File: config.mk
export PLATFORM = sky130hd
export DESIGN_NAME = vga_scanout
export DESIGN_NICKNAME = d
export VERILOG_FILES = /design/src/source/maze_geometry_pkg.sv /design/src/source/render_pkg.sv /design/src/source/vga_scanout.sv
export SDC_FILE = /design/constraint.sdc
export NUM_CORES = 1
export LEC_CHECK = 0
export ABC_CLOCK_PERIOD_IN_PS = 1400
export BUFFER_PORTS_ARGS = -buffer_cell sky130_fd_sc_hd__buf_2
export CORE_ASPECT_RATIO = 1.75
export CORE_MARGIN = 5
export CORE_UTILIZATION = 44
export CTS_CLUSTER_DIAMETER = 50
export DETAILED_ROUTE_END_ITERATION = 8
export PLACE_DENSITY = 0.77
export SLEW_MARGIN = 20
export SYNTH_ARGS = -nofsm -noshare
export SYNTH_HDL_FRONTEND = slang
export SYNTH_SLANG_ARGS = --single-unit
File: constraint.sdc
create_clock -name clock -period 1.4 [get_ports clock]
set_input_delay 0.07 -clock clock [delete_from_list [all_inputs] [get_ports clock]]
set_output_delay 0.07 -clock clock [all_outputs]
set_load 0.03 [all_outputs]
File: src/source/maze_geometry_pkg.sv
`default_nettype none

package maze_geometry_pkg;

    // Maze size in tiles
    localparam int grid_w = 29;
    localparam int grid_h = 13;

    localparam int tile_px = 5;   // Tile edge in pixels

    // Canvas in pixels, one 12-bit word each
    localparam int canvas_w     = 160;
    localparam int canvas_h     = 120;
    localparam int canvas_words = canvas_w * canvas_h;

    localparam int food_offset = 2;   // Dot sits at tile centre

    // Tile coordinates
    typedef logic [4:0] tile_x_t;   // 0..28
    typedef logic [3:0] tile_y_t;   // 0..12

    typedef logic [2:0] sub_t;   // Pixel offset inside a tile

    typedef logic [14:0] fb_addr_t;   // Canvas word address

    // Canvas pixel coordinates
    typedef logic [7:0] canvas_x_t;
    typedef logic [6:0] canvas_y_t;

    // Step direction, encoding shared with the input port
    typedef enum logic [1:0] {
        up    = 2'd0,
        left  = 2'd1,
        down  = 2'd2,
        right = 2'd3
    } direction_t;

endpackage

`default_nettype wire

File: src/source/render_pkg.sv
`default_nettype none

package render_pkg;

    import maze_geometry_pkg::*;

    typedef logic [11:0] color_t;   // 4 bits per channel

    localparam color_t color_wall   = 12'h0FF;
    localparam color_t color_floor  = 12'h000;
    localparam color_t color_food   = 12'hFFF;
    localparam color_t color_player = 12'hFA8;

    // Draw order of one frame
    typedef enum logic [1:0] {
        draw_maze   = 2'd0,
        draw_food   = 2'd1,
        draw_player = 2'd2
    } phase_t;

    // Walker to lookup, 18 bits
    typedef struct packed {
        logic    valid;
        phase_t  phase;
        tile_x_t tile_x;
        tile_y_t tile_y;
        sub_t    dx;
        sub_t    dy;
    } walk_item_t;

    // Lookup to frame buffer, 28 bits
    typedef struct packed {
        logic     valid;
        fb_addr_t addr;
        color_t   color;
    } pixel_write_t;

    // Player tile after reset
    localparam tile_x_t start_tile_x = 5'd1;
    localparam tile_y_t start_tile_y = 4'd1;

endpackage

`default_nettype wire

File: src/source/vga_scanout.sv
`timescale 1ns/1ps
`default_nettype none

module vga_scanout
    import maze_geometry_pkg::*, render_pkg::*;
(
    input  logic      clock,
    input  logic      resetn,
    input  color_t    read_color,   // Data for last cycle's address
    output fb_addr_t  read_addr,
    output canvas_x_t vga_x,
    output canvas_y_t vga_y,
    output color_t    vga_color,
    output logic      vga_valid
);

    canvas_x_t x_count;
    canvas_y_t y_count;
    fb_addr_t  addr_count;   // Tracks y * canvas_w + x without a multiplier

    always_ff @(posedge clock) begin
        if (!resetn) begin
            x_count    <= '0;
            y_count    <= '0;
            addr_count <= '0;
            vga_valid  <= 1'b0;
        end else begin
            vga_valid <= 1'b1;   // Free running once out of reset
            if (x_count == canvas_x_t'(canvas_w - 1)) begin
                x_count <= '0;
                if (y_count == canvas_y_t'(canvas_h - 1)) y_count <= '0;
                else y_count <= y_count + 1'b1;
            end else begin
                x_count <= x_count + 1'b1;
            end
            if (addr_count == fb_addr_t'(canvas_words - 1)) addr_count <= '0;
            else addr_count <= addr_count + 1'b1;
        end
    end

    // Coordinates delayed to meet the memory data
    always_ff @(posedge clock) begin
        vga_x <= x_count;
        vga_y <= y_count;
    end

    assign read_addr = addr_count;
    assign vga_color = read_color;   // Already registered in the buffer

endmodule

`default_nettype wire

# [After elaboration in Yosys (flattened, before gate mapping)]
# Cells that the tools add are included.
[word_totals] wordCells=17 input_bits=14 output_inout_bits=43 register_bits=46
[classes] add_sub_neg=3 mux=2 n_eq_ne=3 reduce_logical=2 bitwise_logic=1
[ops] operator="$add A15 B1 Y15 const B" count=1
[ops] operator="$eq A15 B15 Y1 const B" count=1
[ops] operator="$add A8 B1 Y8 const B" count=1
[ops] operator="$eq A8 B8 Y1 const B" count=1
[ops] operator="$add A7 B1 Y7 const B" count=1
[ops] operator="$eq A7 B7 Y1 const B" count=1
[ops] operator="$mux W7" count=1
[ops] operator="$reduce_or A2 Y1" count=2
[ops] operator="$mux W1" count=1
[ops] operator="$not A1 Y1" count=1

# [Logic depth before layout (Yosys ltp)]
# Gate-level depths: netlist of the first run.
[logic_depth] depth_word=2 depth_mapped=6 mapped_depth_nobuf=5

# [Least setup slack after synthesis of the first run]
# OpenSTA, ideal clock, no wires.
[synth_timing] path_type="flip-flop to flip-flop" startpoint="register addr_count[0], in the netlist read_addr[0]" endpoint="register addr_count[0], in the netlist read_addr[0]" required_ps=1266 slack_ps=-376 path_buffers=1 synth_period_minus_slack_ps=1776 setup_ps=134 arrival_ps=1642 stages_incl_launch_ff=7 cell_sequence="dfxtp_1 ha_1 nand3_1 or2_1 o21ai_4 buf_6 nor2_1"
[synth_between] elab_chain_cells=2 elab_cells_between_ends=3 classes_between="add/sub (1); eq/ne (1); reduce/logical (1)"
[synth_lines] element="start: declaration" line_no="vga_scanout.sv:19" text="fb_addr_t addr_count;"
[synth_lines] element="start signal: assignment" line_no="vga_scanout.sv:37" text="else addr_count <= addr_count + 1'b1;"
[synth_lines] element="branches (longest 2 deep; another with $add A15 B1 Y15)"
# Several ways; the timed one is not identified.
# A chain may end at the register's enable or synchronous reset.

# [Final worst setup path of the first run]
[layout_timing] startpoint="register y_count[0]" endpoint="register y_count[0]"
[layout_between] elab_chain_cells=2 elab_cells_between_ends=3 classes_between="add/sub (1); eq/ne (1); mux (1)"
[layout_lines] element="start: declaration" line_no="vga_scanout.sv:18" text="canvas_y_t y_count;"
[layout_lines] element="start signal: assignment" line_no="vga_scanout.sv:32" text="else y_count <= y_count + 1'b1;"
[layout_lines] element="$add A7 B1 Y7 or $eq A7 B7 Y1 (tied branches)" line_no="vga_scanout.sv:32, vga_scanout.sv:31"
[layout_lines] element="$mux W7 (*)" line_no="vga_scanout.sv:31" text="if (y_count == canvas_y_t'(canvas_h - 1)) y_count <= '0;"
# Mark *: on every way between the ends. The rest lies on a longest branch, timed or not.

==> flow_metrics.py, run 1 <==
metrics = {
    "finish": {
        "nets": 247,
        "fillers": 342,
        "final_common_cell": "buf_2",
        "finalNonFillerCells": 279,
        "fin_util_pct": 61.84,
        "drive_above_1_share_pct": 47.19,
        "diodes": 0,
        "multi_input_area_um2": 855.8,
        "area_delta_synth_final_pct": 36.11,
        "ff_latch_area_um2": 957.2,
        "layout_common_cells": "32 x buf_2, 31 x dfxtp_1, 30 x buf_4, 19 x nor2_1, 12 x xnor2_1",
    },
    "drt": {
        "detail_route.iter0.violations": 17,
        "route.vias.total": 1398,
        "wirelength_mm": 3.676,
        "first_pass_iters": 4,
        "postRouteAntennaNets": 0,
        "wl_per_cell_um": 13.18,
        "drc": 0,
        "drt-vias-per-instance": 5.011,
    },
    "synth": {
        "ys_ff_latch": 46,
        "syn_area_per_cell_um2": 10.10,
        "synth_flop_cell": "dfxtp_1",
        "syn-instance-count": 174,
        "synth_area_mm2": 0.001757,
        "ys_seq_area_share_pct": 52.42,
        "ys_types": 37,
        "synth_fp_nets": 191,
        "ys_warn_count": 0,
        "synth_edf_count": 0,
        "synthArstFlopShare_pct": 0,
    },
    "cts": {
        "h-tree-depth": 2,
        "clkTransAtPathRegs_ps": 80,
        "clk_latency_ps": 290,
        "cts_tree": "done",
        "clockBufferDepth": 2,
        "clock-sinks": 46,
        "numCtsBuffers": 5,
        "post_cts_buffers": 0,
        "cts_root_buf": "clkbuf_8",
    },
    "hold_path": {
        "min-delay-start": "resetn",
        "hold_path_depth": 2,
        "hp-class": "primary input to flop",
    },
    "timing": {
        "fin_ws_ps": -49.23,
        "tns_ps": -122.5,
        "rsz0062_at_grt": "true",
        "clock.fmax_ghz": 0.6900,
        "skew_ps": 6.732,
        "period_minus_slack_ps": 1449,
        "period_share_pct": 103.5,
        "setup_viol": 4,
        "whs_ps": 114.7,
        "tightest_slew_ps": 288.5,
        "timing.final.hold_violations": 0,
        "slew_violations": 0,
        "max_slew_margin_pct": 80.71,
    },
    "floorplanning": {
        "rows": 30,
        "die_h_um": 93.59,
        "ios": 57,
        "coreArea_mm2": 0.003866,
        "die_w_um": 57.77,
        "dieArea_mm2": 0.005406,
        "floorplan.initialDensity_pct": 45.44,
    },
    "worst_setup_path": {
        "rr_startpoint": "y_count[0]",
        "critical_path_class": "flop to flop",
        "crit_required_ps": 1590,
        "cp.arrival_ps": 1640,
        "ff2ff_path_depth": 5,
        "end_kind": "flop",
        "cp-startpoint": "y_count[0]",
        "worst_setup_path_start_kind": "flop",
        "crit_fanout": 5,
    },
    "place": {
        "dpl.hpwl_mm": 2.666,
        "dp_slack_ps": -47.16,
        "place_inst": 270,
        "port_buffers": 32,
        "gp_congestion": 0.7503,
    },
    "global_route": {
        "antenna_found_initial": 0,
        "grt_first_pass_wirelength_mm": 6.216,
        "grtUsageTotal_pct": 14.77,
        "overflow": 0,
        "grt_pass1_vias": 1446,
        "grt_max_degree": 15,
    },
    "pwr": {
        "max-vdd-ir-drop_uv": 883.7,
        "powerDensity_mw_per_mm2": 963.0,
        "power.leakage_nw": 1.010,
    },
    "flow_run": {
        "cap_violations": 0,
    },
    "status": {
        "outcome": "complete, but fails checks",
        "violations": "setup timing",
    },
}
[worst paths after layout]
| path | endpoint | slack [ps] |
|---|---|---|
| max | y_count[0] | -50 |
| min | y_count[3] | 110 |
| max reg2reg | y_count[0] | -50 |
| min reg2reg | vga_y[6] | 380 |
[cell type report]
| class | instances | area share, % |
|---|---|---|
| inverters | 3 | 0.4710 |
| clock buffers | 7 | 3.611 |
| flip-flops and latches | 46 | 40.03 |
| repair buffers | 64 | 17.37 |
| multi-input cells | 110 | 35.79 |
| well taps | 48 | 2.512 |
| clock inverters | 1 | 0.2093 |
[metrics by stage]
stage / instance area (µm²) / total power, mW
floorplan: 1834 / 1.517
global placement: 2191 / 1.513
detailed placement: 2191 / 1.519
CTS: 2297 / 2.342
global route: 2391 / 2.408
finish: 2391 / 2.303
[what timing repair did]
item	4_1_cts	5_1_grt
pin swaps	1	10
hold endpoints to repair	1	0
setup endpoints to repair	4	20
gates resized for setup	2	17
hold buffers	1	0
[power by group]
group          leakage, nW  internal [mW]  switching, mW
clock network       0.0482          0.398          0.418
logic                0.581         0.0631         0.0838
registers            0.381           1.32         0.0159
[flip-flops by register name (all words and copies together) (netlist names)]
signal and count:
read_addr 15, y_count 7, vga_y 7, x_count 8
vga_x 8, vga_valid 1
[synthesized netlist by cell type, drive strengths merged (3+ instances only)]
| library cell | instances | area (µm²) |
|---|---|---|
| dfxtp | 46 | 920.9 |
| nor2 | 20 | 75.07 |
| buf | 13 | 101.4 |
| xnor2 | 12 | 105.1 |
| nand3 | 11 | 67.57 |
| nand2 | 10 | 37.54 |
| nand4 | 7 | 43.79 |
| xor2 | 7 | 61.31 |
| a21oi | 4 | 20.02 |
| and2 | 4 | 25.02 |
| nor3 | 4 | 20.02 |
| ha | 3 | 37.54 |
| inv | 3 | 11.26 |
| or3b | 3 | 26.28 |
[critical path: stages, from the launching register on]
cell and delay, ps:
dfxtp_4 390, ha_4 130, nand4_1 90, or3b_4 450
or3b_4 250, a21boi_2 40
[layer usage]
metal | routed length, µm | GRT usage [%] | vias up | part of all wire [%]
li1 | - | - | 691 | -
met1 | 1352 | 14.63 | 665 | 37
met2 | 2033 | 26.70 | 36 | 55
met3 | 207 | 4.420 | 6 | 5.6
met4 | 83 | 7.737 | 0 | 2.3
met5 | 0 | 0 | - | 0
[cell families after synthesis]
| group | synth area share (%) |
|---|---|
| multiplexers | 0.5698 |
| adder cells (fa/ha/maj) | 2.137 |
| XOR/XNOR | 9.473 |
| AO/OA/AOI/OAI | 4.916 |
| AND/OR/NAND/NOR | 23.65 |
| buffers and inverters | 6.838 |
| flip-flops | 52.42 |
Power figures use the tool's default switching activity.
==> inputs of run 2 (changes only) <==
--- a/config.mk
+++ b/config.mk
@@ -13,6 +13,7 @@
 export CTS_CLUSTER_DIAMETER = 50
 export DETAILED_ROUTE_END_ITERATION = 8
 export PLACE_DENSITY = 0.77
+export SETUP_SLACK_MARGIN = 0.3
 export SLEW_MARGIN = 20
 export SYNTH_ARGS = -nofsm -noshare
 export SYNTH_HDL_FRONTEND = slang
==> constraint.sdc (replaced) <==
create_clock -name clock -period 1.4 [get_ports clock]
set_input_delay 0.28 -clock clock [delete_from_list [all_inputs] [get_ports clock]]
set_output_delay 0.28 -clock clock [all_outputs]
set_load 0.03 [all_outputs]
==> run 2 against run 1 <==
The flow still finishes with violations (setup timing). Total power is essentially flat. Count of clock-buffer cells in the layout shrank 2. Cell area grew 23%. Via count grew 14%. Clock skew grew 1.6 ps. Register-to-register slack lost 60 ps. Sequential share of layout area shrank 6.5 points. Critical path depth is the same. Combinational power grew 56%. Utilization grew 14 points. Global-route usage grew 4.1 points.
==> flow_metrics.py, run 2 (synthesis results as in run 1) <==
metrics = {
    "cts": {
        "clk_latency_ps": 300,
        "cts_tree": "done",
        "cts_root_buf": "clkbuf_8",
        "numCtsBuffers": 5,
        "h-tree-depth": 2,
        "clock-sinks": 46,
        "clockBufferDepth": 2,
        "clkTransAtPathRegs_ps": 80,
        "ctsHoldBuffers": 0,
    },
    "worst_setup_path": {
        "ff2ff_path_depth": 5,
        "crit_fanout": 7,
        "crit_cells": 5,
        "rr_startpoint": "read_addr[3]",
        "worst_setup_path_start_kind": "flop",
        "ff2ff_setup_slack_ps": -110,
        "cp.arrival_ps": 1700,
        "cp-startpoint": "read_addr[3]",
        "end_kind": "flop",
        "cp_num_buf_inv": 1,
        "reg2reg_to": "read_addr[3]",
        "critical_path_class": "flop to flop",
        "path_cells": "nand4_1 > or2_4 > o21ai_4 > clkbuf_16 > nor2_2",
        "cp-endpoint": "read_addr[3]",
        "max_stage_delay_ps": 380,
        "crit_required_ps": 1590,
        "cpMaxStageDelayCell": "dfxtp_4",
        "critPathTopFamily": "simple AND/OR/NAND/NOR gates",
    },
    "place": {
        "port_buffers": 32,
        "dpl.hpwl_mm": 2.685,
        "gp_congestion": 0.7450,
        "dp_slack_ps": -94.19,
        "placed_area_mm2": 0.002203,
    },
    "status": {
        "outcome": "complete, but fails checks",
        "violations": "setup timing",
    },
    "drt": {
        "drt-vias-per-instance": 5.262,
        "detail_route.iter0.violations": 40,
        "route.vias.total": 1589,
        "wirelength_mm": 5.111,
        "wl_per_cell_um": 16.92,
        "postRouteAntennaNets": 0,
        "drc": 0,
        "first_pass_iters": 4,
    },
    "global_route": {
        "grtUsageTotal_pct": 18.86,
        "overflow": 0,
        "grt_max_degree": 17,
        "grt_pass1_vias": 1675,
        "antenna_found_initial": 0,
        "grt_first_pass_wirelength_mm": 7.686,
    },
    "finish": {
        "largest_reg_flops": 15,
        "layout_common_cells": "47 x buf_4, 29 x buf_6, 26 x dfxtp_1, 17 x dfxtp_4",
        "final_area_mm2": 0.002945,
        "drive_above_1_share_pct": 63.39,
        "area_delta_synth_final_pct": 67.66,
        "nets": 270,
        "diodes": 0,
        "final_common_cell": "buf_4",
    },
    "timing": {
        "fin_ws_ps": -113.5,
        "clock.fmax_ghz": 0.6607,
        "tightest_slew_ps": 304.2,
        "rsz0062_at_grt": "true",
        "tns_ps": -1505,
        "period_minus_slack_ps": 1513,
        "slew_violations": 0,
        "skew_ps": 8.330,
        "setup_viol": 18,
        "max_slew_margin_pct": 79.65,
        "timing.final.hold_violations": 0,
        "period_share_pct": 108.1,
    },
    "hold_path": {
        "hp-class": "primary input to flop",
        "hold_path_depth": 1,
    },
    "floorplanning": {
        "die_w_um": 57.77,
        "coreArea_mm2": 0.003866,
        "die_h_um": 93.59,
        "ios": 57,
        "floorplan.initialDensity_pct": 45.44,
        "dieArea_mm2": 0.005406,
        "rows": 30,
    },
    "pwr": {
        "powerDensity_mw_per_mm2": 781.7,
        "max-vdd-ir-drop_uv": 954.7,
        "power_mw": 2.302,
        "power.leakage_nw": 1.165,
    },
    "flow_run": {
        "cap_violations": 0,
    },
}
[run 2: cell count changes in the layout (fill, tap and decap cells not counted), moves of 5 or more]
cell     before  now
dfxtp_2       8    3
buf_2        32    5
nor2_1       19    6
dfxtp_4       7   17
buf_6         0   29
nor2_4        0    9
buf_4        30   47
dfxtp_1      31   26
[run 2: layout make-up]
type                       instances  area (µm²)
fill                             229       920.9
timing repair buffer              87       779.5
multi-input combinational        110        1026
tap                               48       60.06
clock buffer                       5       68.82
sequential                        46       988.4
inverter                           3       11.26
clock inverter                     3       11.26
[run 2: per-layer routing]
layer | up-vias | routed length, µm | GRT usage, %
met2 | 62 | 2855 | 37.17
met5 | - | 0 | 0
met3 | 24 | 280 | 5.801
met4 | 0 | 227 | 10.25
met1 | 759 | 1748 | 15.61
li1 | 744 | - | -
[run 2: power by group]
group / leakage (nW) / total [mW] / internal (mW) / switching, mW
clock: 0.0407 / 0.751 / 0.333 / 0.417
combinational: 0.737 / 0.230 / 0.113 / 0.117
sequential: 0.387 / 1.32 / 1.30 / 0.0169
total: 1.17 / 2.30 / 1.75 / 0.551
[run 2: through the flow]
step / utilization (%) / hold slack [ps] / std cells
floorplan: - / 307.7 / 174
global placement: 56.99 / 377.0 / 267
detailed placement: 56.99 / 376.5 / 267
CTS: 69.61 / 152.5 / 294
global route: 76.18 / 170.5 / 302
finish: 76.18 / 172.2 / 302
[run 2: worst min path at each step]
stage / endpoint / start / slack (ps)
2_1_floorplan: vga_valid / resetn / 310
3_5_place_dp: vga_y[6] / y_count[6] / 380
3_3_place_gp: vga_y[6] / y_count[6] / 380
4_1_cts: vga_valid / resetn / 150
6_report: vga_valid / resetn / 170
5_1_grt: vga_valid / resetn / 170
[run 2: worst reg2reg max path, cell delays in order (launching register included)]
cell and delay [ps]:
dfxtp_4 380, nand4_1 220, or2_4 330, o21ai_4 220, clkbuf_16 220, nor2_2 40
[run 2: what timing repair did]
action / 4_1_cts / 5_1_grt
gates resized for setup: 74 / 57
cloned: 2 / 0
hold endpoints to repair: 0 / 0
pin swaps: 16 / 15
setup buffers: 17 / 8
endpoints found under the setup margin: 44 / 55
==> inputs of run 3 (changes only) <==
--- a/config.mk
+++ b/config.mk
@@ -5,14 +5,14 @@
 export SDC_FILE = /design/constraint.sdc
 export NUM_CORES = 1
 export LEC_CHECK = 0
-export ABC_CLOCK_PERIOD_IN_PS = 1400
+export ABC_CLOCK_PERIOD_IN_PS = 1500
 export BUFFER_PORTS_ARGS = -buffer_cell sky130_fd_sc_hd__buf_2
 export CORE_ASPECT_RATIO = 1.75
 export CORE_MARGIN = 5
-export CORE_UTILIZATION = 44
+export CORE_UTILIZATION = 49
 export CTS_CLUSTER_DIAMETER = 50
 export DETAILED_ROUTE_END_ITERATION = 8
-export PLACE_DENSITY = 0.77
+export PLACE_DENSITY = 0.81
 export SETUP_SLACK_MARGIN = 0.3
 export SLEW_MARGIN = 20
 export SYNTH_ARGS = -nofsm -noshare
==> constraint.sdc (replaced) <==
create_clock -name clock -period 1.5 [get_ports clock]
set_input_delay 0.15 -clock clock [delete_from_list [all_inputs] [get_ports clock]]
set_output_delay 0.15 -clock clock [all_outputs]
set_load 0.03 [all_outputs]
==> run 3 against run 2 <==
The flow now finishes without violations. Worst setup slack gained 130 ps. Non-clock buffer count shrank 24. First-iteration DRC count shrank 28%. Combinational power shrank 19%. Count of clock-buffer cells in the layout grew 2. Clock power grew 13%. Critical path depth grew 3. Cell count shrank 9.3%.
==> flow_metrics.py, run 3 (synthesis results as in run 1) <==
metrics = {
    "global_route": {
        "globalRouteMet3Util_pct": 6.069,
        "grt_max_degree": 14,
        "overflow": 0,
        "antenna_found_initial": 0,
        "grt_pass1_vias": 1421,
        "top_usage_layer": "met2",
        "gr-usage-met2_pct": 30.06,
        "met1_usage_pct": 15.14,
        "grt_first_pass_wirelength_mm": 6.258,
        "grtUsageTotal_pct": 16.16,
    },
    "worst_setup_path": {
        "cpMaxStageDelayCell": "dfxtp_2",
        "worst_setup_path_start_kind": "flop",
        "critPathTopFamily": "simple AND/OR/NAND/NOR gates",
        "cp-endpoint": "y_count[1]",
        "cp.arrival_ps": 1670,
        "rr_startpoint": "x_count[1]",
        "path_cells": "ha_4 > and4_4 > nand3_4 > buf_4 > buf_6 > buf_6 > mux2i_1 > nor2b_1",
        "reg2reg_to": "y_count[1]",
        "cp_common_cell": "buf_6",
        "cp_num_buf_inv": 3,
        "crit_required_ps": 1690,
        "max_stage_delay_ps": 360,
        "end_kind": "flop",
        "ff2ff_setup_slack_ps": 10,
        "crit_cells": 8,
        "critical_path_class": "flop to flop",
        "crit_fanout": 4,
        "ff2ff_path_depth": 8,
        "cp-startpoint": "x_count[1]",
    },
    "timing": {
        "slew_violations": 0,
        "rsz0062_at_grt": "true",
        "timing.final.hold_violations": 0,
        "whs_ps": 72.04,
        "period_minus_slack_ps": 1488,
        "period_share_pct": 99.23,
        "tightest_slew_ps": 314.6,
        "clock.fmax_ghz": 0.6719,
        "setup_viol": 0,
        "max_slew_margin_pct": 78.88,
        "skew_ps": 3.956,
        "fin_ws_ps": 11.59,
    },
    "floorplanning": {
        "coreArea_mm2": 0.003433,
        "ios": 57,
        "die_w_um": 55.26,
        "floorplan.initialDensity_pct": 51.17,
        "dieArea_mm2": 0.004929,
        "die_h_um": 89.21,
        "rows": 28,
    },
    "finish": {
        "final_common_cell": "buf_2",
        "nets": 246,
        "diodes": 0,
        "multi_input_area_mm2": 0.001041,
        "drive_above_1_share_pct": 58.95,
        "ff_latch_area_um2": 972.2,
        "fillers": 236,
        "largest_reg_flops": 15,
        "layout_common_cells": "31 x buf_2, 27 x dfxtp_1, 21 x buf_4, 11 x nor2_4, 11 x dfxtp_4",
        "area_delta_synth_final_pct": 50.71,
    },
    "cts": {
        "cts_tree": "done",
        "clk_latency_ps": 290,
        "clkTransAtPathRegs_ps": 80,
        "ctsHoldBuffers": 0,
        "cts_root_buf": "clkbuf_8",
        "numCtsBuffers": 5,
        "clockBufferDepth": 2,
        "clock-sinks": 46,
        "h-tree-depth": 2,
    },
    "place": {
        "gp_congestion": 0.7595,
        "dp_slack_ps": 10.07,
        "dpl.hpwl_mm": 2.589,
        "port_buffers": 32,
    },
    "pwr": {
        "max-vdd-ir-drop_uv": 956.1,
        "power.leakage_nw": 1.075,
        "power_mw": 2.278,
        "powerDensity_mw_per_mm2": 860.3,
    },
    "flow_run": {
        "cap_violations": 0,
    },
    "drt": {
        "postRouteAntennaNets": 0,
        "wl_per_cell_um": 15.29,
        "drc": 0,
        "drt-vias-per-instance": 5.142,
        "route.vias.total": 1409,
        "first_pass_iters": 4,
        "detail_route.iter0.violations": 29,
        "wirelength_mm": 4.190,
    },
    "hold_path": {
        "hp-class": "primary input to flop",
    },
    "status": {
        "outcome": "finished clean",
    },
}
-- run 3: cell types whose count changed in the layout (fill, tap and decap cells not counted), moves of 2 or more --
cell and delta:
buf_4 -26, a21oi_1 +2, dfxtp_4 -6, nor2_4 +2, buf_2 +26, dfxtp_2 +5
nor2_2 -3, buf_6 -20, nor3_2 -2, a21oi_2 -3, nand3_4 -2, clkinv_1 -3
nor3_4 +3, clkbuf_4 -4
-- run 3: area by class of cell --
class | count | area share [%]
Clock buffer | 7 | 4.064
Inverter | 3 | 0.4253
Multi-Input combinational cell | 110 | 39.32
Sequential cell | 46 | 36.72
Tap cell | 45 | 2.127
Timing Repair Buffer | 63 | 17.34
-- run 3: metrics by stage --
step | TNS, ps | utilization, % | instance area [µm²] | instances
after floorplan | 0 | - | 1876 | 174
after global placement | 0 | 60.42 | 2074 | 247
after global routing | -62.69 | 77.11 | 2648 | 274
after CTS | 0 | 69.68 | 2392 | 269
final | 0 | 77.11 | 2648 | 274
after detailed placement | 0 | 60.42 | 2074 | 247
-- run 3: per-layer routing --
| layer | wire (µm) | part of all wire (%) |
|---|---|---|
| met5 | 0 | 0 |
| met4 | 82 | 2.0 |
| met3 | 180 | 4.3 |
| met2 | 2431 | 58 |
| met1 | 1495 | 36 |
-- run 3: worst min-delay path by stage --
stage / startpoint / cells after the start / slack (ps) / to
2_1_floorplan: resetn / 0 / 180 / vga_valid
3_3_place_gp: read_color[10] / 0 / 300 / vga_color[10]
3_5_place_dp: read_color[10] / 0 / 300 / vga_color[10]
4_1_cts: resetn / 1 / 70 / vga_valid
5_1_grt: resetn / 1 / 70 / vga_valid
6_report: resetn / 1 / 70 / vga_valid
-- run 3: where the power goes --
part           internal (mW)  leakage [nW]  switching (mW)
Combinational         0.0838         0.635           0.103
Clock                  0.466        0.0555           0.382
Sequential              1.23         0.385          0.0149
-- run 3: repair_timing --
action / 4_1_cts / 5_1_grt
setup buffers: 14 / 5
gates resized for setup: 20 / 49
pin swaps: 13 / 12
cloned: 1 / 0
setup endpoints to repair: 27 / 28
