$ cat config.mk
export PLATFORM = sky130hd
export DESIGN_NAME = tile_lookup
export DESIGN_NICKNAME = d
export VERILOG_FILES = /design/src/source/maze_geometry_pkg.sv /design/src/source/render_pkg.sv /design/src/source/tile_lookup.sv
export SDC_FILE = /design/constraint.sdc
export NUM_CORES = 1
export LEC_CHECK = 0
export ABC_AREA = 1
export BUFFER_PORTS_ARGS = -buffer_cell sky130_fd_sc_hd__buf_2
export CAP_MARGIN = 20
export CORE_ASPECT_RATIO = 1.2
export CORE_MARGIN = 2
export CORE_UTILIZATION = 28
export DETAILED_ROUTE_END_ITERATION = 10
export PLACE_DENSITY = 0.59
export SYNTH_ARGS = -nofsm -noshare
export SYNTH_HDL_FRONTEND = slang
export SYNTH_SLANG_ARGS = --single-unit
export TNS_END_PERCENT = 20
$ cat constraint.sdc
create_clock -name clock -period 4.66 [get_ports clock]
set_input_delay 0.466 -clock clock [delete_from_list [all_inputs] [get_ports clock]]
set_output_delay 0.466 -clock clock [all_outputs]
set_load 0.01 [all_outputs]
$ cat src/source/maze_map.mem
11111111111111111111111111111
10000000000000000000000000001
10101010101010101010101010101
10000000000000000000000000001
10101010101010101010101010101
10000000000000000000000000001
10101010101010101010101010101
10000000000000000000000000001
10101010101010101010101010101
10000000000000000000000000001
10101010101010101010101010101
10000000000000000000000000001
11111111111111111111111111111

$ cat src/source/maze_geometry_pkg.sv
`default_nettype none

package maze_geometry_pkg;

    // Maze size in tiles
    localparam int grid_w = 29;
    localparam int grid_h = 13;

    localparam int tile_px = 5;   // Tile edge in pixels

    // Canvas in pixels, one 12-bit word each
    localparam int canvas_w     = 160;
    localparam int canvas_h     = 120;
    localparam int canvas_words = canvas_w * canvas_h;

    localparam int food_offset = 2;   // Dot sits at tile centre

    // Tile coordinates
    typedef logic [4:0] tile_x_t;   // 0..28
    typedef logic [3:0] tile_y_t;   // 0..12

    typedef logic [2:0] sub_t;   // Pixel offset inside a tile

    typedef logic [14:0] fb_addr_t;   // Canvas word address

    // Canvas pixel coordinates
    typedef logic [7:0] canvas_x_t;
    typedef logic [6:0] canvas_y_t;

    // Step direction, encoding shared with the input port
    typedef enum logic [1:0] {
        up    = 2'd0,
        left  = 2'd1,
        down  = 2'd2,
        right = 2'd3
    } direction_t;

endpackage

`default_nettype wire

$ cat src/source/render_pkg.sv
`default_nettype none

package render_pkg;

    import maze_geometry_pkg::*;

    typedef logic [11:0] color_t;   // 4 bits per channel

    localparam color_t color_wall   = 12'h0FF;
    localparam color_t color_floor  = 12'h000;
    localparam color_t color_food   = 12'hFFF;
    localparam color_t color_player = 12'hFA8;

    // Draw order of one frame
    typedef enum logic [1:0] {
        draw_maze   = 2'd0,
        draw_food   = 2'd1,
        draw_player = 2'd2
    } phase_t;

    // Walker to lookup, 18 bits
    typedef struct packed {
        logic    valid;
        phase_t  phase;
        tile_x_t tile_x;
        tile_y_t tile_y;
        sub_t    dx;
        sub_t    dy;
    } walk_item_t;

    // Lookup to frame buffer, 28 bits
    typedef struct packed {
        logic     valid;
        fb_addr_t addr;
        color_t   color;
    } pixel_write_t;

    // Player tile after reset
    localparam tile_x_t start_tile_x = 5'd1;
    localparam tile_y_t start_tile_y = 4'd1;

endpackage

`default_nettype wire

$ cat src/source/tile_lookup.sv
`timescale 1ns/1ps
`default_nettype none

module tile_lookup
    import maze_geometry_pkg::*, render_pkg::*;
(
    input  logic         clock,
    input  walk_item_t   item,
    input  tile_x_t      probe_x,
    input  tile_y_t      probe_y,
    output pixel_write_t write,
    output logic         probe_wall
);

    // One row per word, bit index is tile column
    logic [grid_w-1:0] maze_rom [grid_h];

    sub_t      off_x;
    sub_t      off_y;
    canvas_x_t pix_x;
    canvas_y_t pix_y;
    logic      corner;

    // Stage registers
    logic     valid_q;
    phase_t   phase_q;
    fb_addr_t addr_q;
    logic     corner_q;
    logic     wall_q;
    logic     keep;

    initial $readmemb("/design/src/source/maze_map.mem", maze_rom);

    always_comb begin
        off_x = item.dx;
        off_y = item.dy;
        if (item.phase == draw_food) begin   // Centre of the tile
            off_x = item.dx + sub_t'(food_offset);
            off_y = item.dy + sub_t'(food_offset);
        end
        pix_x = canvas_x_t'(item.tile_x) * canvas_x_t'(tile_px) + canvas_x_t'(off_x);
        pix_y = canvas_y_t'(item.tile_y) * canvas_y_t'(tile_px) + canvas_y_t'(off_y);
        // Rounded sprite, corners stay floor
        corner = (item.dx == '0 || item.dx == sub_t'(tile_px - 1))
              && (item.dy == '0 || item.dy == sub_t'(tile_px - 1));
    end

    always_ff @(posedge clock) begin
        valid_q    <= item.valid;
        phase_q    <= item.phase;
        addr_q     <= fb_addr_t'(pix_y) * fb_addr_t'(canvas_w) + fb_addr_t'(pix_x);
        corner_q   <= corner;
        wall_q     <= maze_rom[item.tile_y][item.tile_x];   // Item read port
        probe_wall <= maze_rom[probe_y][probe_x];           // Probe read port
    end

    // Color choice and write filter
    always_comb begin
        case (phase_q)
            draw_maze: begin
                keep        = 1'b1;
                write.color = wall_q ? color_wall : color_floor;
            end
            draw_food: begin
                keep        = !wall_q;   // Open tiles only
                write.color = color_food;
            end
            default: begin
                keep        = !corner_q;
                write.color = color_player;
            end
        endcase
        write.valid = valid_q && keep;
        write.addr  = addr_q;
    end

endmodule

`default_nettype wire

# After elaboration in Yosys (flattened, before gate mapping)
# Index checks and enable logic that the tools add are counted.
# totals
register_bits	21
out_inout_bits	29
# op_classes
addsub	5
mul	3
n_lt_le_gt_ge	2
n_eq_ne	4
n_mux	9
reduce_logical	9
# op_table
cell	n
$pmux W12 S2	1
$add A15 B8 Y15	1
$lt A5 B6 Y1 const B	2
$bmux W1 S5	2
$mul A7 B3 Y10 const B	1
$add A8 B3 Y8	1
$mul A5 B3 Y8 const B	1
$mux W8	1
$add A7 B3 Y7	1
$mul A4 B3 Y7 const B	1
$add A3 B2 Y3 const B	2
$eq A3 B3 Y1 const B	2
$logic_not A3 Y1	2
$mux W3	2
$eq A2 B1 Y1 const B	2
$logic_and A1 B1 Y1	2
$logic_not A1 Y1	2
$logic_not A2 Y1	1
$logic_or A1 B1 Y1	2
$mux W1	2
$pmux W1 S2	1

# Longest topological paths before layout
# Gate-level depths: netlist (run 1).
# depth
ltp_word	5
mapped_depth	25
mapped_depth_nobuf	25

# Worst setup path before layout (run 1)
# No wires, ideal clock.
# synth_path
path_kind	input to register
start	in item[15] in the netlist's numbering
end	reg addr_q[13]
setup_time_ps	112
arrival_time_ps	3573
required_ps	4548
setup_slack_ps	975
path_stages	19
n_path_buf	0
cell_sequence	inv_1 > nor2_1 > xnor2_1 > inv_1 > ha_1 > ha_1 > inv_1 > fa_1 > xnor2_1 > ha_1 > ha_1 > fa_1 > inv_1 > nor2_1 > nand2_1 > nor2_1 > nand3_1 > nand2_1 > nand2_1
# synth_between
elab_chain_len	5
word_cells_on_any_way	7
cone_classes	add/sub (3); mul (1); eq/ne (1); mux (2)
# synth_rtl
item	line	text
start, declared	tile_lookup.sv:8	input walk_item_t item,
$eq A2 B1 Y1 (*)	tile_lookup.sv:37	if (item.phase == draw_food) begin
$mux W3	tile_lookup.sv:37	
$add A7 B3 Y7	tile_lookup.sv:42	pix_y = canvas_y_t'(item.tile_y) * canvas_y_t'(tile_px) + canvas_y_t'(off_y);
$mul A7 B3 Y10	tile_lookup.sv:51	addr_q <= fb_addr_t'(pix_y) * fb_addr_t'(canvas_w) + fb_addr_t'(pix_x);
$add A15 B8 Y15 (*)	tile_lookup.sv:51	
end signal, assigned	tile_lookup.sv:51	
end, declared	tile_lookup.sv:27	fb_addr_t addr_q;
# Every way passes the cells marked *; elsewhere a longest branch is shown, timed or not.

# Worst setup path in the final report (run 1)
# layout_path
start	in item[16] in the netlist's numbering
end	reg addr_q[13]
# The elaborated chain is that of the path after synthesis.

==> impl_results.html, run 1 <==
<table>
<tr><th>Metric</th><th>Value</th></tr>
<tr><th colspan="2">Detailed routing</th></tr>
<tr><td>Post-route antenna net violation count</td><td>0</td></tr>
<tr><td>Routed wire length</td><td>2970 um</td></tr>
<tr><td>Mean number of vias per cell</td><td>4.28</td></tr>
<tr><td>Total via count in the routed design</td><td>around 1400</td></tr>
<tr><td>Routed len/inst</td><td>9.07 um</td></tr>
<tr><td>Detailed-routing iteration count for the pre-antenna-repair pass</td><td>4</td></tr>
<tr><td>DRC viols</td><td>0</td></tr>
<tr><td>Count of routing violations after the opening detailed-route iteration</td><td>30</td></tr>
<tr><th colspan="2">Clock network</th></tr>
<tr><td>CTS sink count</td><td>19</td></tr>
<tr><td>CTS-repair resized insts</td><td>0</td></tr>
<tr><td>Number of H-tree levels</td><td>1</td></tr>
<tr><td>CTS Buffer Depth</td><td>2</td></tr>
<tr><td>Num CTS Buffers</td><td>3</td></tr>
<tr><td>Clock-pin slew reported for the worst setup and hold paths after clock tree synthesis</td><td>70 ps</td></tr>
<tr><td>Setup Buffers After CTS</td><td>0</td></tr>
<tr><td>Clock tree root driver cell</td><td>sky130_fd_sc_hd__clkbuf_8</td></tr>
<tr><td>Clock tree from TritonCTS</td><td>built</td></tr>
<tr><td>Count of hold buffers inserted by post-cts repair</td><td>0</td></tr>
<tr><th colspan="2">STA</th></tr>
<tr><td>Shortest clock period the worst path allows after layout</td><td>3810 ps</td></tr>
<tr><td>RSZ-0062 raised after global routing</td><td>false</td></tr>
<tr><td>Worst-case hold slack</td><td>between 300 and 400 ps</td></tr>
<tr><td>Share of the clock period used by the worst path</td><td>81.8%</td></tr>
<tr><td>Count of endpoints failing setup in the final report</td><td>0</td></tr>
<tr><td>Fin. Hold Viols</td><td>0</td></tr>
<tr><td>Number of max-slew violations in the final report</td><td>0</td></tr>
<tr><td>Setup TNS</td><td>0 ps</td></tr>
<tr><td>Max Clk Rate</td><td>262 MHz</td></tr>
<tr><th colspan="2">Placed design</th></tr>
<tr><td>Final GP Congestion</td><td>between 0.7 and 0.8</td></tr>
<tr><td>Area after DPL</td><td>1970 um^2</td></tr>
<tr><td>Estimated wirelength of the detail-placed design</td><td>2680 um</td></tr>
<tr><td>Count of port buffers added during placement</td><td>46</td></tr>
<tr><th colspan="2">Pwr</th></tr>
<tr><td>Peak supply drop</td><td>131 uV</td></tr>
<tr><td>Leakage power total</td><td>1.11 nW</td></tr>
<tr><td>Power density over the cells</td><td>426 nW/um^2</td></tr>
<tr><th colspan="2">Yosys</th></tr>
<tr><td>Post-synthesis net count</td><td>275</td></tr>
<tr><td>Total of warnings raised by yosys</td><td>0</td></tr>
<tr><td>Syn_area_per_cell</td><td>8.33 um^2</td></tr>
<tr><td>Number of register bits inferred by synthesis</td><td>19</td></tr>
<tr><td>Mapped cell area</td><td>1720 um^2</td></tr>
<tr><td>Combinational family with the most area after synthesis</td><td>adder cells</td></tr>
<tr><td>Area share of fa/ha/maj cells after synthesis</td><td>31.6%</td></tr>
<tr><td>Fraction of synthesized cell area in xor and xnor cells</td><td>8.16%</td></tr>
<tr><td>Area share of and/or/nand/nor cells after synthesis</td><td>20.4%</td></tr>
<tr><td>Netlist cell types</td><td>24</td></tr>
<tr><td>Number of instances in the synthesized netlist</td><td>206</td></tr>
<tr><td>Fraction of synthesized area in multiplexers</td><td>0%</td></tr>
<tr><td>Compound-gate portion of the synthesized area</td><td>~6.3%</td></tr>
<tr><td>Sequential share of the synthesized area</td><td>roughly 22%</td></tr>
<tr><th colspan="2">Worst hold path</th></tr>
<tr><td>Hold WC Path Type</td><td>in2reg</td></tr>
<tr><td>HP Start</td><td>item[17]</td></tr>
<tr><th colspan="2">Setup path</th></tr>
<tr><td>CP Capture Type</td><td>flop</td></tr>
<tr><td>Critical path data arrival time</td><td>around 4000 ps</td></tr>
<tr><td>Worst Path Max Fanout</td><td>4</td></tr>
<tr><td>Required time of the critical path</td><td>4810 ps</td></tr>
<tr><td>Crit path from</td><td>item[16]</td></tr>
<tr><td>Startpoint-to-endpoint class of the critical path</td><td>in2reg</td></tr>
<tr><td>Kind of start point of the critical path</td><td>input port</td></tr>
<tr><th colspan="2">Finish</th></tr>
<tr><td>Net count of the finished layout</td><td>315</td></tr>
<tr><td>Post-route cell area</td><td>2010 um^2</td></tr>
<tr><td>Fraction of layout instances using a drive strength above 1</td><td>about a quarter</td></tr>
<tr><td>Number of fill cells</td><td>652</td></tr>
<tr><td>Sequential standard cell area</td><td>380 um^2</td></tr>
<tr><td>Multi-input logic area</td><td>1140 um^2</td></tr>
<tr><td>Antenna Diode Count</td><td>0</td></tr>
<tr><td>Area growth from synthesis to final layout</td><td>17.2%</td></tr>
<tr><th colspan="2">Outcome</th></tr>
<tr><td>Run status</td><td>finished, final reports clean</td></tr>
<tr><th colspan="2">Run</th></tr>
<tr><td># Max-Cap Violations</td><td>0</td></tr>
<tr><th colspan="2">Floorplan</th></tr>
<tr><td>Core Rows</td><td>31</td></tr>
<tr><td>Ports</td><td>57</td></tr>
<tr><td>Height of the die</td><td>between 80 and 90 um</td></tr>
<tr><td>Core box area</td><td>5970 um^2</td></tr>
<tr><td>Chip Width</td><td>around 75 um</td></tr>
<tr><td>Initial standard-cell utilization of the core</td><td>between 20% and 30%</td></tr>
<tr><td>DIE AREA</td><td>around 6800 um^2</td></tr>
<tr><th colspan="2">Global route</th></tr>
<tr><td>Vias in the first global route</td><td>1330</td></tr>
<tr><td>Pin count of the biggest net entering global routing</td><td>11</td></tr>
<tr><td>GR Overflow Total</td><td>0</td></tr>
<tr><td>Total routing usage reported by global routing</td><td>under 10%</td></tr>
<tr><td>Wire length of the first global-routing pass</td><td>5240 um</td></tr>
<tr><td>Antenna violations before repair</td><td>0</td></tr>
</table>
-- kinds of logic (layout without fill, tap and decap cells) --
family | count (synthesis) | in the layout
DFF | 19 | 19
xor gates and xnor gates | 16 | 16
and+or+nand+nor | 71 | 71
buffers and inverters | 40 | 79
other | 1 | 1
adders and majority gates | 41 | 41
AOI/OAI and AO/OA | 18 | 18
-- path summary, 6_finish.rpt --
| kind | endpoint | slack (ps) | cells after the start |
|---|---|---|---|
| setup / recovery | addr_q[13]$_DFF_P_ | 850 | 22 |
| hold / removal | valid_q$_DFF_P_ | 310 | 1 |
-- flip-flops by register name, indices dropped and copies added (netlist names) --
register	cells
valid_q	1
addr_q	15
phase_q	2
corner_q	1
-- cells in the final DEF (no fill, tap or decap), types with 6 or more instances in the layout --
| cell type | Yosys | routed |
|---|---|---|
| sky130_fd_sc_hd__a21oi_1 | 9 | 9 |
| sky130_fd_sc_hd__nand2_1 | 23 | 23 |
| sky130_fd_sc_hd__nor2_1 | 18 | 18 |
| sky130_fd_sc_hd__inv_1 | 29 | 29 |
| sky130_fd_sc_hd__dfxtp_1 | 19 | 19 |
| sky130_fd_sc_hd__xnor2_1 | 7 | 7 |
| sky130_fd_sc_hd__buf_2 | 0 | 46 |
| sky130_fd_sc_hd__xor2_1 | 9 | 9 |
| sky130_fd_sc_hd__nand3_1 | 15 | 15 |
| sky130_fd_sc_hd__ha_1 | 37 | 37 |
| sky130_fd_sc_hd__nand2_2 | 6 | 6 |
-- final cells by class --
cell class | instances | share of cell area, %
Clock buffer | 4 | 2.24
Inverter | 29 | 5.41
Multi-Input combinational cell | 147 | 56.9
Tap cell | 82 | 5.10
Sequential cell | 19 | 18.9
Timing Repair Buffer | 46 | 11.4
-- worst max-delay path, cell delays in order --
cell                      delay (ps)
sky130_fd_sc_hd__buf_2           110
sky130_fd_sc_hd__nor2_1          260
sky130_fd_sc_hd__xnor2_1         160
sky130_fd_sc_hd__inv_1            60
sky130_fd_sc_hd__ha_1            270
sky130_fd_sc_hd__ha_1            230
sky130_fd_sc_hd__fa_1            400
sky130_fd_sc_hd__a21o_1          200
sky130_fd_sc_hd__a21oi_1         200
sky130_fd_sc_hd__xor2_1          100
sky130_fd_sc_hd__inv_1            60
sky130_fd_sc_hd__ha_1            160
sky130_fd_sc_hd__inv_1            60
sky130_fd_sc_hd__fa_1            430
sky130_fd_sc_hd__nor2_1          120
sky130_fd_sc_hd__o21ai_0         130
sky130_fd_sc_hd__inv_1           100
sky130_fd_sc_hd__nand2_1          50
sky130_fd_sc_hd__nor2_1          180
sky130_fd_sc_hd__nand3_1         110
sky130_fd_sc_hd__nand2_1          70
sky130_fd_sc_hd__nand2_1          50
-- power breakdown --
part / internal (mW) / switching [mW] / total, mW / leakage (nW)
Combinational: 0.214 / 0.297 / 0.511 / 0.931
Sequential: 0.222 / 0.0113 / 0.233 / 0.160
Clock: 0.0607 / 0.0518 / 0.113 / 0.0228
Total: 0.496 / 0.360 / 0.857 / 1.11
-- per-stage QoR --
stage                     worst slack (ps)  util, %  total power, mW  cells
final                                  848     33.7            0.857    327
after floorplan                        975        -            0.630    206
after detailed placement               534     32.9            0.757    323
after CTS                              812     33.7            0.878    327
after global routing                   485     33.7            0.958    327
after global placement                 598     32.9            0.754    323
-- layer usage --
layer | vias up | GRT usage [%] | part of all wire [%]
met5 | - | 0 | 0
met4 | 0 | 4.82 | 2.4
met3 | 5 | 1.12 | 3.5
met2 | 20 | 18.0 | 53
met1 | 642 | 10.1 | 41
li1 | 734 | - | -
-- cells in the mapped netlist, drive strengths merged --
master | instances | area [um^2]
ha | 37 | 463
nand2 | 31 | 146
inv | 29 | 109
dfxtp | 19 | 380
nand3 | 19 | 115
nor2 | 18 | 67.6
buf | 11 | 82.6
a21oi | 9 | 45.0
xor2 | 9 | 78.8
xnor2 | 7 | 61.3
fa | 4 | 80.1
o21bai | 3 | 22.5
a21o | 2 | 16.3
o21ai | 2 | 10.0
or2 | 2 | 15.0
a21boi | 1 | 7.51
a31oi | 1 | 6.26
conb | 1 | 3.75
nor4 | 1 | 6.26
No activity file was read; power rests on OpenSTA's default activity.
==> run 2, diff against run 1 <==
Settings changed: PLACE_DENSITY 0.59 to 0.61.
Clock period 4.66 ns to 3.1 ns, I/O delays scaled along.
==> impl_results.html, run 2 (synthesized netlist as in run 1, its figures left out) <==
<table>
<tr><th>Metric</th><th>Value</th></tr>
<tr><th colspan="2">Detailed routing</th></tr>
<tr><td>Routed wire length</td><td>about 3400 um</td></tr>
<tr><td>DRC viols</td><td>0</td></tr>
<tr><td>Count of routing violations after the opening detailed-route iteration</td><td>20</td></tr>
<tr><td>Detailed-routing iteration count for the pre-antenna-repair pass</td><td>4</td></tr>
<tr><td>Post-route antenna net violation count</td><td>0</td></tr>
<tr><td>Routed len/inst</td><td>slightly above 9 um</td></tr>
<tr><td>Total via count in the routed design</td><td>1535</td></tr>
<tr><td>Mean number of vias per cell</td><td>around 4.2</td></tr>
<tr><th colspan="2">Clock network</th></tr>
<tr><td>Clock-pin slew reported for the worst setup and hold paths after clock tree synthesis</td><td>70 ps</td></tr>
<tr><td>Clock tree from TritonCTS</td><td>built</td></tr>
<tr><td>Clock tree root driver cell</td><td>sky130_fd_sc_hd__clkbuf_8</td></tr>
<tr><td>CTS sink count</td><td>19</td></tr>
<tr><td>CTS Buffer Depth</td><td>2</td></tr>
<tr><td>Number of H-tree levels</td><td>1</td></tr>
<tr><td>Num CTS Buffers</td><td>3</td></tr>
<tr><td>Count of hold buffers inserted by post-cts repair</td><td>0</td></tr>
<tr><th colspan="2">Placed design</th></tr>
<tr><td>Worst setup timing slack at the placement stage</td><td>-436 ps</td></tr>
<tr><td>Area after DPL</td><td>2280 um^2</td></tr>
<tr><td>Inst Count DP</td><td>approximately 360</td></tr>
<tr><td>Count of port buffers added during placement</td><td>46</td></tr>
<tr><td>Final GP Congestion</td><td>0.757</td></tr>
<tr><td>Estimated wirelength of the detail-placed design</td><td>slightly below 3000 um</td></tr>
<tr><th colspan="2">Setup path</th></tr>
<tr><td>CP Capture Type</td><td>flop</td></tr>
<tr><td>Critical path data arrival time</td><td>about 3400 ps</td></tr>
<tr><td>Required time of the critical path</td><td>3300 ps</td></tr>
<tr><td>Startpoint-to-endpoint class of the critical path</td><td>in2reg</td></tr>
<tr><td>Kind of start point of the critical path</td><td>input port</td></tr>
<tr><td>Worst Path Max Fanout</td><td>4</td></tr>
<tr><th colspan="2">STA</th></tr>
<tr><td>RSZ-0062 raised after global routing</td><td>true</td></tr>
<tr><td>Max Clk Rate</td><td>316 MHz</td></tr>
<tr><td>Fin. Hold Viols</td><td>0</td></tr>
<tr><td>Count of endpoints failing setup in the final report</td><td>3</td></tr>
<tr><td>Shortest clock period the worst path allows after layout</td><td>between 3000 and 4000 ps</td></tr>
<tr><td>Number of max-slew violations in the final report</td><td>0</td></tr>
<tr><td>Setup TNS</td><td>-92.4 ps</td></tr>
<tr><td>Final Worst Setup Slack</td><td>-65.4 ps</td></tr>
<tr><td>Share of the clock period used by the worst path</td><td>102%</td></tr>
<tr><th colspan="2">Pwr</th></tr>
<tr><td>Peak supply drop</td><td>271 uV</td></tr>
<tr><td>Leakage power total</td><td>1.31 nW</td></tr>
<tr><td>Power density over the cells</td><td>652 nW/um^2</td></tr>
<tr><th colspan="2">Finish</th></tr>
<tr><td>Commonest cells after routing, fill and taps aside</td><td>44 x sky130_fd_sc_hd__buf_2, 37 x sky130_fd_sc_hd__buf_4, 33 x sky130_fd_sc_hd__ha_1</td></tr>
<tr><td>Net count of the finished layout</td><td>roughly 350</td></tr>
<tr><td>Sequential standard cell area</td><td>380 um^2</td></tr>
<tr><td>Most common cell after layout, fill and taps aside</td><td>sky130_fd_sc_hd__buf_2</td></tr>
<tr><td>Largest registers</td><td>addr_q: 15 flops, phase_q: 2 flops</td></tr>
<tr><td>Fraction of layout instances using a drive strength above 1</td><td>46.8%</td></tr>
<tr><td>Antenna Diode Count</td><td>0</td></tr>
<tr><td>Largest register by flop count</td><td>addr_q</td></tr>
<tr><td>Multi-input logic area</td><td>1250 um^2</td></tr>
<tr><td>Layout Cells excl Fill</td><td>~360</td></tr>
<tr><td>Number of fill cells</td><td>650</td></tr>
<tr><td>Utilization after layout</td><td>40.5%</td></tr>
<tr><td>Post-route cell area</td><td>between 2000 and 2500 um^2</td></tr>
<tr><td>Flip-flop count of the largest register, all copies and words added</td><td>15</td></tr>
<tr><td>Area growth from synthesis to final layout</td><td>40.8%</td></tr>
<tr><th colspan="2">Floorplan</th></tr>
<tr><td>Core Rows</td><td>31</td></tr>
<tr><td>Core box area</td><td>5970 um^2</td></tr>
<tr><td>Ports</td><td>57</td></tr>
<tr><td>Initial standard-cell utilization of the core</td><td>between 20 and 30%</td></tr>
<tr><td>Height of the die</td><td>89.8 um</td></tr>
<tr><td>DIE AREA</td><td>6780 um^2</td></tr>
<tr><td>Chip Width</td><td>~75 um</td></tr>
<tr><th colspan="2">Outcome</th></tr>
<tr><td>Run status</td><td>finished with violations</td></tr>
<tr><td>Failing checks</td><td>setup timing</td></tr>
<tr><th colspan="2">Global route</th></tr>
<tr><td>Wire length of the first global-routing pass</td><td>5840 um</td></tr>
<tr><td>Pin count of the biggest net entering global routing</td><td>11</td></tr>
<tr><td>Total routing usage reported by global routing</td><td>a little over a tenth</td></tr>
<tr><td>Vias in the first global route</td><td>between 1000 and 1500</td></tr>
<tr><td>GR Overflow Total</td><td>0</td></tr>
<tr><td>Antenna violations before repair</td><td>0</td></tr>
<tr><th colspan="2">Worst hold path</th></tr>
<tr><td>Hold WC Path Type</td><td>in2reg</td></tr>
<tr><th colspan="2">Run</th></tr>
<tr><td># Max-Cap Violations</td><td>0</td></tr>
</table>
## run 2: cell count changes in the layout (fill, tap and decap cells not counted), sizes merged
cell  before  now
buf       46   83
## run 2: cell type report
type | count | area share, %
Tap cell | 82 | 4.24
Clock buffer | 4 | 1.86
Multi-Input combinational cell | 147 | 51.8
Sequential cell | 19 | 15.7
Inverter | 29 | 4.81
Timing Repair Buffer | 83 | 21.5
## run 2: power by group
group	internal, mW	switching [mW]
combinational	0.510	0.545
clock	0.0913	0.0788
sequential	0.334	0.0169
total	0.935	0.641
## run 2: per-layer routing
layer / vias to the layer above / GRT usage (%) / share of wire [%]
met2: 33 / 18.6 / 50
met1: 688 / 13.0 / 45
met5: - / 0 / 0
met3: 6 / 0.673 / 3.4
met4: 0 / 3.95 / 1.9
li1: 808 / - / -
## run 2: through the flow
step                      hold WS [ps]  power [mW]
final                              153        1.58
after CTS                          144        1.54
after global placement             419        1.34
after floorplan                    338       0.986
after detailed placement           417        1.35
after global routing               136        1.75
## run 2: worst max-delay path, stage by stage
cell                      delay, ps
sky130_fd_sc_hd__buf_6          100
sky130_fd_sc_hd__nor2_4         140
sky130_fd_sc_hd__xnor2_1        130
sky130_fd_sc_hd__inv_1           70
sky130_fd_sc_hd__ha_1           290
sky130_fd_sc_hd__ha_2           190
sky130_fd_sc_hd__inv_2           40
sky130_fd_sc_hd__fa_2           370
sky130_fd_sc_hd__xnor2_2        160
sky130_fd_sc_hd__ha_1           290
sky130_fd_sc_hd__ha_2           190
sky130_fd_sc_hd__fa_2           520
sky130_fd_sc_hd__inv_2           50
sky130_fd_sc_hd__nor2_2          90
sky130_fd_sc_hd__nand2_1         70
sky130_fd_sc_hd__nor2_2         120
sky130_fd_sc_hd__inv_1           70
sky130_fd_sc_hd__nor2_2          80
sky130_fd_sc_hd__nand2_1         50
sky130_fd_sc_hd__nand2_1         50
## run 2: path summary, 6_finish.rpt
kind / startpoint / end / slack (ps) / cells after the start
min: item[17] / valid_q$_DFF_P_ / 150 / 1
max: item[16] / addr_q[13]$_DFF_P_ / -70 / 20
## run 2: timing repair
| item | in CTS | in global routing |
|---|---|---|
| buffers inserted | 2 | 0 |
| hold endpoints to repair | 0 | 0 |
| gates resized for setup | 4 | 18 |
| endpoints found under the setup margin | 5 | 6 |
| pin swaps | 8 | 5 |
